`src/verilog/hdc_hv_pkg.sv`:
```
package hdc_hv_pkg;

    // ------------------------------
    // random word source
    // ------------------------------
    // one prng word per slice of a hypervector
    localparam int WORD_W = 32;

    // reseed value, 2463534242
    localparam logic [WORD_W-1:0] XS_SEED = 32'h92D6_8CA2;

    // shift amounts, applied left, right, left
    localparam int XS_SHIFT_A = 13;
    localparam int XS_SHIFT_B = 17;
    localparam int XS_SHIFT_C = 5;

    // ------------------------------
    // item numbering
    // ------------------------------
    // up to 1024 vectors per run
    localparam int ITEM_AW = 10;

endpackage

```
`src/verilog/hdc_reg_pkg.sv`:
```
package hdc_reg_pkg;

    // ------------------------------
    // bus widths
    // ------------------------------
    localparam int AXIL_ADDR_W = 32;
    localparam int AXIL_DATA_W = 32;

    // ------------------------------
    // register map
    // ------------------------------
    // bit 0 is the start bit
    localparam logic [AXIL_ADDR_W-1:0] REG_CTRL_ADDR  = 32'h0000_0000;
    // low ITEM_AW bits hold the item count
    localparam logic [AXIL_ADDR_W-1:0] REG_COUNT_ADDR = 32'h0000_0004;
    // addr[11:10] must match for a hit
    localparam logic [1:0]             REG_SPACE_TOP  = 2'b00;

    // axi-lite slave states, one-hot-ish codes
    typedef enum logic [3:0] {
        ini = 4'b0000,
        aw  = 4'b0001,
        w   = 4'b0010,
        aww = 4'b0011,
        ar1 = 4'b0100,
        ar2 = 4'b1000
    } axil_state_t;

endpackage

```
`src/verilog/axil_regs.sv`:
```
module axil_regs (
    input  logic                                AXIS_ACLK,
    input  logic                                S_AXI_ARESETN,

    // write address and data channels
    input  logic [hdc_reg_pkg::AXIL_ADDR_W-1:0] s_axi_awaddr,
    input  logic                                s_axi_awvalid,
    output logic                                s_axi_awready,
    input  logic [hdc_reg_pkg::AXIL_DATA_W-1:0] s_axi_wdata,
    input  logic                                s_axi_wvalid,
    output logic                                s_axi_wready,

    // write response
    input  logic                                s_axi_bready,
    output logic                                s_axi_bvalid,
    output logic [1:0]                          s_axi_bresp,

    // read address and data
    input  logic [hdc_reg_pkg::AXIL_ADDR_W-1:0] s_axi_araddr,
    input  logic                                s_axi_arvalid,
    output logic                                s_axi_arready,
    input  logic                                s_axi_rready,
    output logic                                s_axi_rvalid,
    output logic [1:0]                          s_axi_rresp,
    output logic [hdc_reg_pkg::AXIL_DATA_W-1:0] s_axi_rdata,

    // generator control
    input  logic                                gen_done,
    output logic                                gen,
    output logic [hdc_hv_pkg::ITEM_AW-1:0]      item_count
);

    import hdc_reg_pkg::*;
    import hdc_hv_pkg::*;

    axil_state_t            state;

    // word-aligned addresses only
    logic [11:2]            write_addr;
    logic [11:2]            read_addr;
    logic [AXIL_DATA_W-1:0] write_data;

    // read accepted only when no write is pending in ini
    logic                   ar_take;
    logic                   reg_wr;
    logic                   reg_rd;

    // ------------------------------
    // channel handshakes
    // ------------------------------
    assign s_axi_awready = (state == ini) || (state == w);
    assign s_axi_wready  = (state == ini) || (state == aw);
    // a pending write holds off the read address
    assign s_axi_arready = (state == ini) && !s_axi_awvalid && !s_axi_wvalid;
    assign s_axi_bvalid  = (state == aww);
    assign s_axi_rvalid  = (state == ar2);
    // always OKAY
    assign s_axi_bresp   = 2'b00;
    assign s_axi_rresp   = 2'b00;

    assign ar_take = s_axi_arvalid && s_axi_arready;

    always_ff @(posedge AXIS_ACLK) begin
        if (!S_AXI_ARESETN) begin
            state <= ini;
        end else begin
            case (state)
                ini: begin
                    // write wins over read
                    if (s_axi_awvalid && s_axi_wvalid) begin
                        state <= aww;
                    end else if (s_axi_awvalid) begin
                        state <= aw;
                    end else if (s_axi_wvalid) begin
                        state <= w;
                    end else if (s_axi_arvalid) begin
                        state <= ar1;
                    end
                end
                // address seen, wait for data
                aw: if (s_axi_wvalid) state <= aww;
                // data seen, wait for address
                w: if (s_axi_awvalid) state <= aww;
                aww: if (s_axi_bready) state <= ini;
                // one cycle to look up the register
                ar1: state <= ar2;
                ar2: if (s_axi_rready) state <= ini;
                default: state <= ini;
            endcase
        end
    end

    // capture on each accepted beat
    always_ff @(posedge AXIS_ACLK) begin
        if (s_axi_awvalid && s_axi_awready) begin
            write_addr <= s_axi_awaddr[11:2];
        end
        if (s_axi_wvalid && s_axi_wready) begin
            write_data <= s_axi_wdata;
        end
        if (ar_take) begin
            read_addr <= s_axi_araddr[11:2];
        end
    end

    // ------------------------------
    // register file
    // ------------------------------
    // hits only inside the low 1 KiB window
    assign reg_wr = (state == aww) && (write_addr[11:10] == REG_SPACE_TOP);
    assign reg_rd = (state == ar1) && (read_addr[11:10] == REG_SPACE_TOP);

    always_ff @(posedge AXIS_ACLK) begin
        if (!S_AXI_ARESETN) begin
            gen        <= 1'b0;
            item_count <= '0;
        end else begin
            // end of run takes priority over any start write
            if (gen_done) begin
                gen <= 1'b0;
            end else if (reg_wr && (write_addr[9:2] == REG_CTRL_ADDR[9:2])
                         && write_data[0] && !gen) begin
                gen <= 1'b1;
            end
            if (reg_wr && (write_addr[9:2] == REG_COUNT_ADDR[9:2])) begin
                item_count <= write_data[ITEM_AW-1:0];
            end
        end
    end

    // read data set in ar1, held through ar2
    always_ff @(posedge AXIS_ACLK) begin
        if (state == ar1) begin
            if (!reg_rd) begin
                s_axi_rdata <= '0;
            end else if (read_addr[9:2] == REG_CTRL_ADDR[9:2]) begin
                s_axi_rdata <= AXIL_DATA_W'(gen);
            end else if (read_addr[9:2] == REG_COUNT_ADDR[9:2]) begin
                s_axi_rdata <= AXIL_DATA_W'(item_count);
            end else begin
                s_axi_rdata <= '0;
            end
        end
    end

endmodule

```
`src/verilog/hdc_gen_top.sv`:
```
module hdc_gen_top #(
    parameter int HV_W = 128
) (
    input  logic                                AXIS_ACLK,
    input  logic                                S_AXI_ARESETN,

    // ------------------------------
    // axi-lite slave
    // ------------------------------
    input  logic [hdc_reg_pkg::AXIL_ADDR_W-1:0] s_axi_awaddr,
    input  logic                                s_axi_awvalid,
    output logic                                s_axi_awready,
    input  logic [hdc_reg_pkg::AXIL_DATA_W-1:0] s_axi_wdata,
    input  logic                                s_axi_wvalid,
    output logic                                s_axi_wready,
    input  logic                                s_axi_bready,
    output logic                                s_axi_bvalid,
    output logic [1:0]                          s_axi_bresp,
    input  logic [hdc_reg_pkg::AXIL_ADDR_W-1:0] s_axi_araddr,
    input  logic                                s_axi_arvalid,
    output logic                                s_axi_arready,
    input  logic                                s_axi_rready,
    output logic                                s_axi_rvalid,
    output logic [1:0]                          s_axi_rresp,
    output logic [hdc_reg_pkg::AXIL_DATA_W-1:0] s_axi_rdata,

    // ------------------------------
    // axi-stream master
    // ------------------------------
    input  logic                                m_axis_tready,
    output logic                                m_axis_tvalid,
    output logic [HV_W-1:0]                     m_axis_tdata,
    output logic                                m_axis_tlast
);

    import hdc_hv_pkg::*;

    // control between registers and datapath
    logic               gen;
    logic               gen_done;
    logic [ITEM_AW-1:0] item_count;

    // prng to assembler
    logic               step;
    logic [WORD_W-1:0]  rand_word;

    // assembler to streamer, four-phase
    logic               hv_req;
    logic               hv_ack;
    logic [HV_W-1:0]    hv_data;
    logic               hv_last;

    axil_regs u_regs (
        .AXIS_ACLK     (AXIS_ACLK),
        .S_AXI_ARESETN (S_AXI_ARESETN),
        .s_axi_awaddr  (s_axi_awaddr),
        .s_axi_awvalid (s_axi_awvalid),
        .s_axi_awready (s_axi_awready),
        .s_axi_wdata   (s_axi_wdata),
        .s_axi_wvalid  (s_axi_wvalid),
        .s_axi_wready  (s_axi_wready),
        .s_axi_bready  (s_axi_bready),
        .s_axi_bvalid  (s_axi_bvalid),
        .s_axi_bresp   (s_axi_bresp),
        .s_axi_araddr  (s_axi_araddr),
        .s_axi_arvalid (s_axi_arvalid),
        .s_axi_arready (s_axi_arready),
        .s_axi_rready  (s_axi_rready),
        .s_axi_rvalid  (s_axi_rvalid),
        .s_axi_rresp   (s_axi_rresp),
        .s_axi_rdata   (s_axi_rdata),
        .gen_done      (gen_done),
        .gen           (gen),
        .item_count    (item_count)
    );

    xorshift32 u_prng (
        .AXIS_ACLK     (AXIS_ACLK),
        .S_AXI_ARESETN (S_AXI_ARESETN),
        .gen           (gen),
        .step          (step),
        .rand_word     (rand_word)
    );

    hv_assembler #(
        .HV_W (HV_W)
    ) u_asm (
        .AXIS_ACLK     (AXIS_ACLK),
        .S_AXI_ARESETN (S_AXI_ARESETN),
        .gen           (gen),
        .item_count    (item_count),
        .rand_word     (rand_word),
        .hv_ack        (hv_ack),
        .step          (step),
        .hv_req        (hv_req),
        .hv_data       (hv_data),
        .hv_last       (hv_last)
    );

    hv_stream_out #(
        .HV_W (HV_W)
    ) u_out (
        .AXIS_ACLK     (AXIS_ACLK),
        .S_AXI_ARESETN (S_AXI_ARESETN),
        .hv_req        (hv_req),
        .hv_data       (hv_data),
        .hv_last       (hv_last),
        .hv_ack        (hv_ack),
        .m_axis_tready (m_axis_tready),
        .m_axis_tvalid (m_axis_tvalid),
        .m_axis_tdata  (m_axis_tdata),
        .m_axis_tlast  (m_axis_tlast),
        .gen_done      (gen_done)
    );

endmodule

```
`src/verilog/hv_assembler.sv`:
```
module hv_assembler #(
    parameter int HV_W = 128
) (
    input  logic                           AXIS_ACLK,
    input  logic                           S_AXI_ARESETN,
    input  logic                           gen,
    input  logic [hdc_hv_pkg::ITEM_AW-1:0] item_count,
    input  logic [hdc_hv_pkg::WORD_W-1:0]  rand_word,
    input  logic                           hv_ack,
    output logic                           step,
    output logic                           hv_req,
    output logic [HV_W-1:0]                hv_data,
    output logic                           hv_last
);

    import hdc_hv_pkg::*;

    // HV_W is a whole number of prng words
    localparam int NUM_SLICES = HV_W / WORD_W;
    localparam int SLICE_AW   = (NUM_SLICES > 1) ? $clog2(NUM_SLICES) : 1;

    typedef enum logic [1:0] {
        s_fill,
        s_hold,
        s_req,
        s_done
    } asm_state_t;

    asm_state_t          state;
    logic [SLICE_AW-1:0] slice;
    logic [ITEM_AW-1:0]  item;
    logic                slice_end;

    // one word per cycle while filling
    assign step      = gen && (state == s_fill);
    assign slice_end = (slice == SLICE_AW'(NUM_SLICES - 1));

    always_ff @(posedge AXIS_ACLK) begin
        if (!S_AXI_ARESETN || !gen) begin
            state   <= s_fill;
            slice   <= '0;
            item    <= '0;
            hv_req  <= 1'b0;
            hv_last <= 1'b0;
        end else begin
            case (state)
                s_fill: begin
                    if (slice_end) begin
                        slice <= '0;
                        state <= s_hold;
                    end else begin
                        slice <= slice + 1'b1;
                    end
                end
                // previous ack must be gone before a new req
                s_hold: begin
                    if (!hv_ack) begin
                        hv_req  <= 1'b1;
                        hv_last <= (item == item_count);
                        state   <= s_req;
                    end
                end
                s_req: begin
                    if (hv_ack) begin
                        hv_req <= 1'b0;
                        if (hv_last) begin
                            state <= s_done;
                        end else begin
                            item  <= item + 1'b1;
                            state <= s_fill;
                        end
                    end
                end
                // parked until gen drops
                s_done: state <= s_done;
                default: state <= s_fill;
            endcase
        end
    end

    // slice k sits at bits WORD_W*k upward
    always_ff @(posedge AXIS_ACLK) begin
        if (step) begin
            hv_data[slice*WORD_W +: WORD_W] <= rand_word;
        end
    end

endmodule

```
`src/verilog/hv_stream_out.sv`:
```
module hv_stream_out #(
    parameter int HV_W = 128
) (
    input  logic            AXIS_ACLK,
    input  logic            S_AXI_ARESETN,

    // req/ack side from the assembler
    input  logic            hv_req,
    input  logic [HV_W-1:0] hv_data,
    input  logic            hv_last,
    output logic            hv_ack,

    // axi-stream master
    input  logic            m_axis_tready,
    output logic            m_axis_tvalid,
    output logic [HV_W-1:0] m_axis_tdata,
    output logic            m_axis_tlast,

    output logic            gen_done
);

    logic take;

    // ------------------------------
    // output slot
    // ------------------------------
    // new req, slot empty or draining this cycle
    assign take = hv_req && !hv_ack && (!m_axis_tvalid || m_axis_tready);

    always_ff @(posedge AXIS_ACLK) begin
        if (!S_AXI_ARESETN) begin
            hv_ack        <= 1'b0;
            m_axis_tvalid <= 1'b0;
        end else begin
            // ack held until the assembler lets go of req
            if (take) begin
                hv_ack <= 1'b1;
            end else if (!hv_req) begin
                hv_ack <= 1'b0;
            end
            if (take) begin
                m_axis_tvalid <= 1'b1;
            end else if (m_axis_tready) begin
                m_axis_tvalid <= 1'b0;
            end
        end
    end

    // beat stays put under back-pressure
    always_ff @(posedge AXIS_ACLK) begin
        if (take) begin
            m_axis_tdata <= hv_data;
            m_axis_tlast <= hv_last;
        end
    end

    // last beat accepted ends the run
    assign gen_done = m_axis_tvalid && m_axis_tready && m_axis_tlast;

endmodule

```
`src/verilog/xorshift32.sv`:
```
module xorshift32 (
    input  logic                          AXIS_ACLK,
    input  logic                          S_AXI_ARESETN,
    input  logic                          gen,
    input  logic                          step,
    output logic [hdc_hv_pkg::WORD_W-1:0] rand_word
);

    import hdc_hv_pkg::*;

    logic [WORD_W-1:0] x;
    logic [WORD_W-1:0] x_next;

    // three xor-shift stages in sequence
    always_comb begin
        logic [WORD_W-1:0] t1;
        logic [WORD_W-1:0] t2;
        t1     = x ^ (x << XS_SHIFT_A);
        t2     = t1 ^ (t1 >> XS_SHIFT_B);
        x_next = t2 ^ (t2 << XS_SHIFT_C);
    end

    // reseed whenever idle so each run starts the same sequence
    always_ff @(posedge AXIS_ACLK) begin
        if (!S_AXI_ARESETN || !gen) begin
            x <= XS_SEED;
        end else if (step) begin
            x <= x_next;
        end
    end

    // word before the update, first one is the seed
    assign rand_word = x;

endmodule
```
`config.mk`:
```
export PLATFORM = sky130hd
export DESIGN_NAME = hdc_gen_top
export DESIGN_NICKNAME = d
export VERILOG_FILES = /design/src/verilog/hdc_hv_pkg.sv /design/src/verilog/hdc_reg_pkg.sv /design/src/verilog/axil_regs.sv /design/src/verilog/hdc_gen_top.sv /design/src/verilog/hv_assembler.sv /design/src/verilog/hv_stream_out.sv /design/src/verilog/xorshift32.sv
export SDC_FILE = /design/constraint.sdc
export NUM_CORES = 1
export LEC_CHECK = 0
export BUFFER_PORTS_ARGS = -buffer_cell sky130_fd_sc_hd__clkbuf_2
export CORE_MARGIN = 8
export CORE_UTILIZATION = 50
export DETAILED_ROUTE_END_ITERATION = 16
export MAX_ROUTING_LAYER = met4
export PLACE_DENSITY = 0.71
export SLEW_MARGIN = 20
export SYNTH_ARGS = -nofsm -noshare
export SYNTH_HDL_FRONTEND = slang
export SYNTH_SLANG_ARGS = --single-unit
```
`constraint.sdc`:
```
create_clock -name AXIS_ACLK -period 8.1 [get_ports AXIS_ACLK]
set_input_delay 0 -clock AXIS_ACLK [delete_from_list [all_inputs] [get_ports AXIS_ACLK]]
set_output_delay 0 -clock AXIS_ACLK [all_outputs]
set_load 0.005 [all_outputs]
```
* After elaboration in Yosys (flattened, before gate mapping) *
Cells that the tools add are included.

word-level totals
  register bits after elaboration = 384
  input port bits = 104
  output and inout bits = 171
  word-level logic and storage cells = 122

operators by class
  $add $sub $neg = 3
  eq/ne operators = 21
  shifts and indexed selects = 2
  mux-type cells = 25
  bitwise logic cells = 8
  reduce and logical (&&, ||, !) cells = 43

operator list
  operator                                                                   count
  128-bit bitwise mux                                                        1
  32-bit by 34-bit variable shift with 128-bit output, first input constant  1
  32-bit by 34-bit indexed part select with 128-bit output                   1
  32-bit XOR                                                                 2
  7-bit negator with 34-bit output                                           1
  4-bit two-way mux                                                          8
  32-bit by 15-bit XOR with 32-bit output                                    1
  4-bit one-hot mux with 6 select lines                                      1
  1-bit logical AND                                                          17
  8-bit by 1-bit == test with 1-bit output, second input constant            2
  8-bit zero test                                                            2
  10-bit by 1-bit adder with 10-bit output, second input constant            1
  10-bit == test                                                             1
  2-bit two-way mux                                                          5
  2-bit inequality test, second input constant                               5
  3-bit AND reduction                                                        3
  4-bit by 2-bit == test with 1-bit output, second input constant            2
  1-bit two-way mux                                                          8
  2-bit one-hot mux with 4 select lines                                      1
  2-bit == test, second input constant                                       3
  1-bit zero test                                                            6
  2-bit zero test                                                            3
  2-bit by 1-bit inequality test with 1-bit output, second input constant    3
  5-bit inequality test, second input constant                               1
  other kinds (14)                                                           23

* Longest topological paths before layout *
Gate-level depths: netlist (run 1).

  depth after elaboration = 5
  gate-level depth with buffers = 6
  mapped depth without buffers = 5

* Hierarchy *
Synthesis (run 1) repeated with hierarchy kept, for this count alone.

second synthesis, totals
  cells, all modules = 895
  area total of the unflattened synthesis = 13982.2 um^2

by module, submodules not included
  module         times used  cells an instance  area an instance (um^2)  seq. area each (um^2)
  hv_assembler   1           384                5723.0                   4164.0
  hv_stream_out  1           137                3973.8                   3913.8
  axil_regs      1           173                2318.5                   1501.4
  xorshift32     1           201                1966.9                   640.6

* Least setup slack after synthesis (run 1) *
No wires, ideal clock.

  kind = register to register
  from = register u_out.hv_ack
  to = register u_out.m_axis_tdata[0] (enable)
  setup time = 634 ps
  arrival time = 6229 ps
  data required time = 7466 ps
  setup slack = 1237 ps
  stages on the path, launching flop included = 3
  path buffers = 0
  period minus slack after synthesis = 6863 ps
  cell sequence = dfxtp_1 nand2b_1 nor2b_1

between the ends
  cells in the longest elaborated chain, start to end = 3

ends and longest elaborated chain
  what                            line                 source
  start: declaration              hv_stream_out.sv:11  output logic hv_ack,
  start signal: assignment        hv_stream_out.sv:32  hv_ack <= 1'b0;
  start signal: assignment        hv_stream_out.sv:37  hv_ack <= 1'b1;
  start signal: assignment        hv_stream_out.sv:39  hv_ack <= 1'b0;
  1-bit zero test                 --
  1-bit logical AND (2 in a row)  hv_stream_out.sv:28  assign take = hv_req && !hv_ack && (!m_axis_tvalid || m_axis_tready);
  net u_out.take                  hv_stream_out.sv:22  logic take;
  end signal: assignment          hv_stream_out.sv:52  m_axis_tdata <= hv_data;
  end: declaration                hv_stream_out.sv:16  output logic [HV_W-1:0] m_axis_tdata,

The timed path passes the listed nets, and every way through them passes these cells.
A chain may end at the register's enable or synchronous reset.

* Worst setup path in the final report (run 1) *
  from = register u_out.hv_ack
  to = register u_out.m_axis_tdata[68] (enable)

Same word-level chain as after synthesis.

==> results.cfg, run 1 <==
[critical_path]
crit_type = flop to flop
cp_data_required_time_ns = 8.23
cp_max_fo = 85
crit_path_end_kind = flop
start_kind = flop
cp_data_arrival_time_ns = 2.74

[yosys]
yosysWarnings = 0
synth_top_area_frac = 0.647
syn_inst = 882
async_flop_share = 0
synth-seq-cells = 362
ys_seq_area_frac = 0.741
synthTopCellsByArea = edfxtp_1 65%, dfxtp_1 9.4%, and2_1 6.3%
synth_cell_types = 52
avgSynthCellArea_sq_um = 15.6
synth-edff-count = 297
syn_area_sq_um = 13800
synth-main-ff-cell = edfxtp_1
synth_top_area_cell = edfxtp_1

[sta]
tightest_slew_ns = 1.11
rsz0062_at_grt = false
setup_violations = 0
slew_violations = 0
fin_tns_setup_ns = 0
finalHoldViolCount = 0
finClkSkew_ns = 0.0219
period_share = 0.322
max_freq_mhz = 383
min_period_ns = 2.61
max_slew_margin = 0.263

[die]
fp.dieW_um = 182
initial_core_util = 0.510
placementRows = 60
dieArea_sq_um = 33100
fp.dieH_um = 182
design.portCount = 275
core_area_sq_um = 27000

[clock_network]
h-tree-depth = 2
clk_pin_slew_ns = 0.06
postCtsResizedCells = 0
clock_latency_ns = 0.53
cts.sink_count = 362
root_buffer = clkbuf_16
post_cts_buffers = 0
cts-hold-fix-buffers = 43
numCtsBuffers = 37
cts_tree = yes
cts_buffer_depth = 3

[pwr]
p_comb_frac = 0.012
peakVddDrop_mv = 0.191
p_switching_mw = 0.719
swShare = 0.191
pwr-share-clk = 0.455
p_seq_frac = 0.533
internal-power_mw = 3.04
p_leak_nw = 6.47
power_density_nw_per_um2 = 227

[cells_and_area]
utilization = 0.614
nNetsFinal = 1219
register_area_sq_um = 10200
diodes = 0
mostFrequentLayoutCells = 297 x edfxtp_1, 182 x clkbuf_2, 138 x and2_1, 65 x dfxtp_1, 43 x dlygate4sd3_1
multi_input_area_sq_um = 3270
area.growth.synth_to_final_pct = 20.4
fillers = 1988
drive_above_1_share = 0.238
final_common_cell = edfxtp_1

[grt]
grt_pass1_wl_um = 42400
grtUsageTotal = 0.168
grt_max_degree = 86
antenna_found_initial = 0
overflow = 0
grt_pass1_vias = 7653

[place]
portBuffers = 182
gp_congestion = 0.814
hpwl_um = 17300

[route]
wl_um = 27500
vias_per_cell = 5.05
first_pass_iters = 5
drc = 0
wire_per_inst_um = 18.6
ant_nets = 0
detail_route.iter0.violations = 432
num_vias = 7457

[run_status]
status = completed

[flow_run]
maxCapViolations = 0

[min_path]
hold_path.class = input port to flop
==> flip-flops by register name, indices dropped and copies added, names as in the netlist, 4 cells and up <==
name	count
u_asm.item	10
u_asm.hv_data	128
u_regs.write_addr	10
u_regs.state	4
u_out.m_axis_tdata	128
u_regs.read_addr	10
u_prng.rand_word	32
u_regs.write_data	10
u_regs.item_count	10
u_regs.s_axi_rdata	10
==> path summary, 6_finish.rpt <==
path,start,endpoint,slack (ns),cells past startpoint
worst max register to register,u_out.hv_ack$_SDFFE_PN0P_,u_out.m_axis_tdata[68]$_DFFE_PP_,5.49,4
worst max-delay path,u_out.hv_ack$_SDFFE_PN0P_,u_out.m_axis_tdata[68]$_DFFE_PP_,5.49,4
worst min register to register,u_asm.hv_data[94]$_DFFE_PP_,u_out.m_axis_tdata[94]$_DFFE_PP_,0.41,0
worst min-delay path,s_axi_wdata[1],u_regs.write_data[1]$_DFFE_PP_,0.19,2
==> kinds of logic after synthesis <==
kind of cell | synth area share
compound gates | 0.0274
xor+xnor | 0.0612
fa+ha+maj | 0.00635
buf+inv | 0.0312
flops | 0.741
mux | 0.00871
other cells | 0.000272
simple gates | 0.123
==> through the flow <==
stage	hold slack, ns	worst slack, ns	total power [mW]	cells	area [sq um]
after floorplan	0.0438	1.24	2.06	907	13900
after global placement	0.178	5.26	2.07	1367	14900
after detailed placement	0.179	5.45	2.07	1367	14900
after CTS	0.171	5.42	3.79	1478	16600
after global routing	0.174	5.31	3.87	1478	16600
final	0.186	5.49	3.76	1478	16600
==> critical path, stage by stage, from the launching register on <==
cell and delay, ns:
dfxtp_1 0.38, nand2b_1 0.22, nor2b_4 0.12, buf_4 0.47, buf_4 0.89
==> metal layers <==
| layer | share of wire | routed length [um] | vias up | global-route usage |
|---|---|---|---|---|
| li1 | - | - | 3564 | - |
| met5 | 0 | 0 | - | - |
| met3 | 0.058 | 1600 | 51 | 0.0381 |
| met4 | 0.025 | 681 | 0 | 0.0548 |
| met2 | 0.50 | 13700 | 203 | 0.281 |
| met1 | 0.42 | 11500 | 3639 | 0.200 |
==> final cells by class <==
type                       instances  share of cell area
inverter                           6             0.00136
clock inverter                    25              0.0174
tap                              341              0.0257
multi-input combinational        467               0.197
clock buffer                      43              0.0577
timing repair buffer             234              0.0849
sequential                       362               0.616
==> power by group through the flow <==
| stage | clock [mW] | combinational [mW] | sequential, mW |
|---|---|---|---|
| after CTS | 1.74 | 0.0429 | 2.00 |
| final | 1.71 | 0.0449 | 2.00 |
| after global routing | 1.82 | 0.0491 | 2.00 |
| after floorplan | 0 | 0.0226 | 2.04 |
| after global placement | 0 | 0.0261 | 2.04 |
| after detailed placement | 0 | 0.0270 | 2.04 |
==> Yosys cell counts, types with 4 or more instances <==
cell	n
a21oi_1	25
and2_1	138
and2_2	4
and3_1	6
buf_2	11
buf_4	27
clkbuf_1	31
dfxtp_1	65
edfxtp_1	297
ha_1	7
inv_1	6
mux2i_1	12
nand2_1	16
nand2b_1	4
nand3_1	18
nand4_1	6
nor2_1	18
nor2b_1	13
nor3_1	11
nor4_1	5
o21ai_0	31
or3_1	29
xnor2_1	23
xnor3_1	6
xor2_1	32
xor3_1	4
Note: power is estimated with default switching activity, not from simulation.
==> inputs of run 2 (changes only) <==
--- a/config.mk
+++ b/config.mk
@@ -7,10 +7,10 @@
 export LEC_CHECK = 0
 export BUFFER_PORTS_ARGS = -buffer_cell sky130_fd_sc_hd__clkbuf_2
 export CORE_MARGIN = 8
-export CORE_UTILIZATION = 50
+export CORE_UTILIZATION = 49
 export DETAILED_ROUTE_END_ITERATION = 16
 export MAX_ROUTING_LAYER = met4
-export PLACE_DENSITY = 0.71
+export PLACE_DENSITY = 0.72
 export SLEW_MARGIN = 20
 export SYNTH_ARGS = -nofsm -noshare
 export SYNTH_HDL_FRONTEND = slang
==> constraint.sdc (replaced) <==
create_clock -name AXIS_ACLK -period 2.1 [get_ports AXIS_ACLK]
set_input_delay 0 -clock AXIS_ACLK [delete_from_list [all_inputs] [get_ports AXIS_ACLK]]
set_output_delay 0 -clock AXIS_ACLK [all_outputs]
set_load 0.005 [all_outputs]
==> results.cfg, run 2 (synthesis results as in run 1) <==
[die]
fp.dieW_um = 184
placementRows = 61
core_area_sq_um = 27800
design.portCount = 275
initial_core_util = 0.496
dieArea_sq_um = 33800
fp.dieH_um = 184

[sta]
slew_violations = 0
period_share = 0.946
setup_violations = 0
finalHoldViolCount = 0
tightest_slew_ns = 0.690
min_period_ns = 1.99
max_slew_margin = 0.539
max_freq_mhz = 504
finClkSkew_ns = 0.0225
rsz0062_at_grt = false

[cells_and_area]
mostFrequentLayoutCells = 297 x edfxtp_1, 182 x clkbuf_2, 138 x and2_1, 64 x dfxtp_1, 43 x dlygate4sd3_1
utilization = 0.607
stdcell_area_sq_um = 16900
drive_above_1_share = 0.252
diodes = 0
final_common_cell = edfxtp_1
nNetsFinal = 1238
area.growth.synth_to_final_pct = 22.3
fin_cells = 1533

[pwr]
pwr-share-clk = 0.449
p_switching_mw = 2.71
internal-power_mw = 11.6
p_seq_frac = 0.539
p_leak_nw = 6.46
swShare = 0.189
fin_total_pwr_mw = 14.3
power_density_nw_per_um2 = 850
peakVddDrop_mv = 0.520
p_comb_frac = 0.012

[clock_network]
root_buffer = clkbuf_16
h-tree-depth = 2
clk_pin_slew_ns = 0.06
cts.sink_count = 362
cts_tree = yes
clock_latency_ns = 0.52
cts_buffer_depth = 3
numCtsBuffers = 37

[min_path]
hold_path.class = input port to flop
min_path_cells = 2

[critical_path]
crit_type = flop to flop
cp_data_arrival_time_ns = 2.43
rr_worst_depth = 6
cp_data_required_time_ns = 2.54
start_kind = flop
crit_path_end_kind = flop
reg2reg_slack_ns = 0.11
cp_max_fo = 10

[place]
hpwl_um = 17900
place_area_sq_um = 15200
gp_congestion = 0.790
portBuffers = 182
dp_cells = 1423

[route]
first_pass_iters = 6
vias_per_cell = 4.88
drc = 0
ant_nets = 0
num_vias = 7479
wl_um = 27700
detail_route.iter0.violations = 395
wire_per_inst_um = 18.1

[grt]
grt_max_degree = 76
grt_pass1_wl_um = 42400
grt_pass1_vias = 7547
grtUsageTotal = 0.167
antenna_found_initial = 0
overflow = 0

[flow_run]
maxCapViolations = 0

[run_status]
status = completed
## run 2: repair_timing
item,in CTS,in global routing
endpoints found under the setup margin,0,3
gates resized for setup,0,1
endpoints found under the hold margin,45,0
setup buffers,0,0
hold buffers,43,0
## run 2: path summary, 6_finish.rpt
check                                    start                          endpoint
setup reg to reg  u_regs.state[3]$_SDFFE_PN0P_      u_regs.state[1]$_SDFFE_PN0P_
hold / removal                  s_axi_wdata[4]    u_regs.write_data[4]$_DFFE_PP_
setup / recovery  u_regs.state[3]$_SDFFE_PN0P_      u_regs.state[1]$_SDFFE_PN0P_
hold reg to reg    u_asm.hv_data[95]$_DFFE_PP_  u_out.m_axis_tdata[95]$_DFFE_PP_
## run 2: through the flow
step           hold slack, ns  setup TNS [ns]  worst slack (ns)
5_1_grt                 0.201               0           0.00725
2_1_floorplan          0.0438          -92.82            -0.720
3_3_place_gp            0.178               0             0.154
3_5_place_dp            0.179               0             0.126
6_report                0.205               0             0.114
4_1_cts                 0.165               0            0.0822
## run 2: layout make-up
cell class	instances	area, sq um
Clock buffer	46	1010
Multi-Input combinational cell	467	3270
Timing Repair Buffer	253	1660
Sequential cell	362	10200
Tap cell	378	473
Fill cell	2134	10900
Clock inverter	21	195
Inverter	6	22.5
## run 2: power by group through the flow
stage	sequential [mW]	combinational, mW	clock (mW)
after floorplan	7.87	0.0871	0
after global placement	7.88	0.103	0
after detailed placement	7.88	0.104	0
after CTS	7.73	0.165	6.56
after global routing	7.73	0.190	6.85
final	7.73	0.174	6.43
## run 2: worst max-delay path, stage by stage (launching register included)
cell and delay (ns):
dfxtp_1 0.30, buf_4 0.16, nand2_1 0.08, nand2_1 0.06, dlygate4sd3_1 0.56, a21oi_1 0.16
dlygate4sd3_1 0.59
## run 2: per-layer routing
layer / vias to the layer above / wire (um) / global-route usage
met3: 41 / 1670 / 0.0364
li1: 3598 / - / -
met2: 198 / 14400 / 0.294
met5: - / 0 / -
met1: 3642 / 11100 / 0.191
met4: 0 / 467 / 0.0416
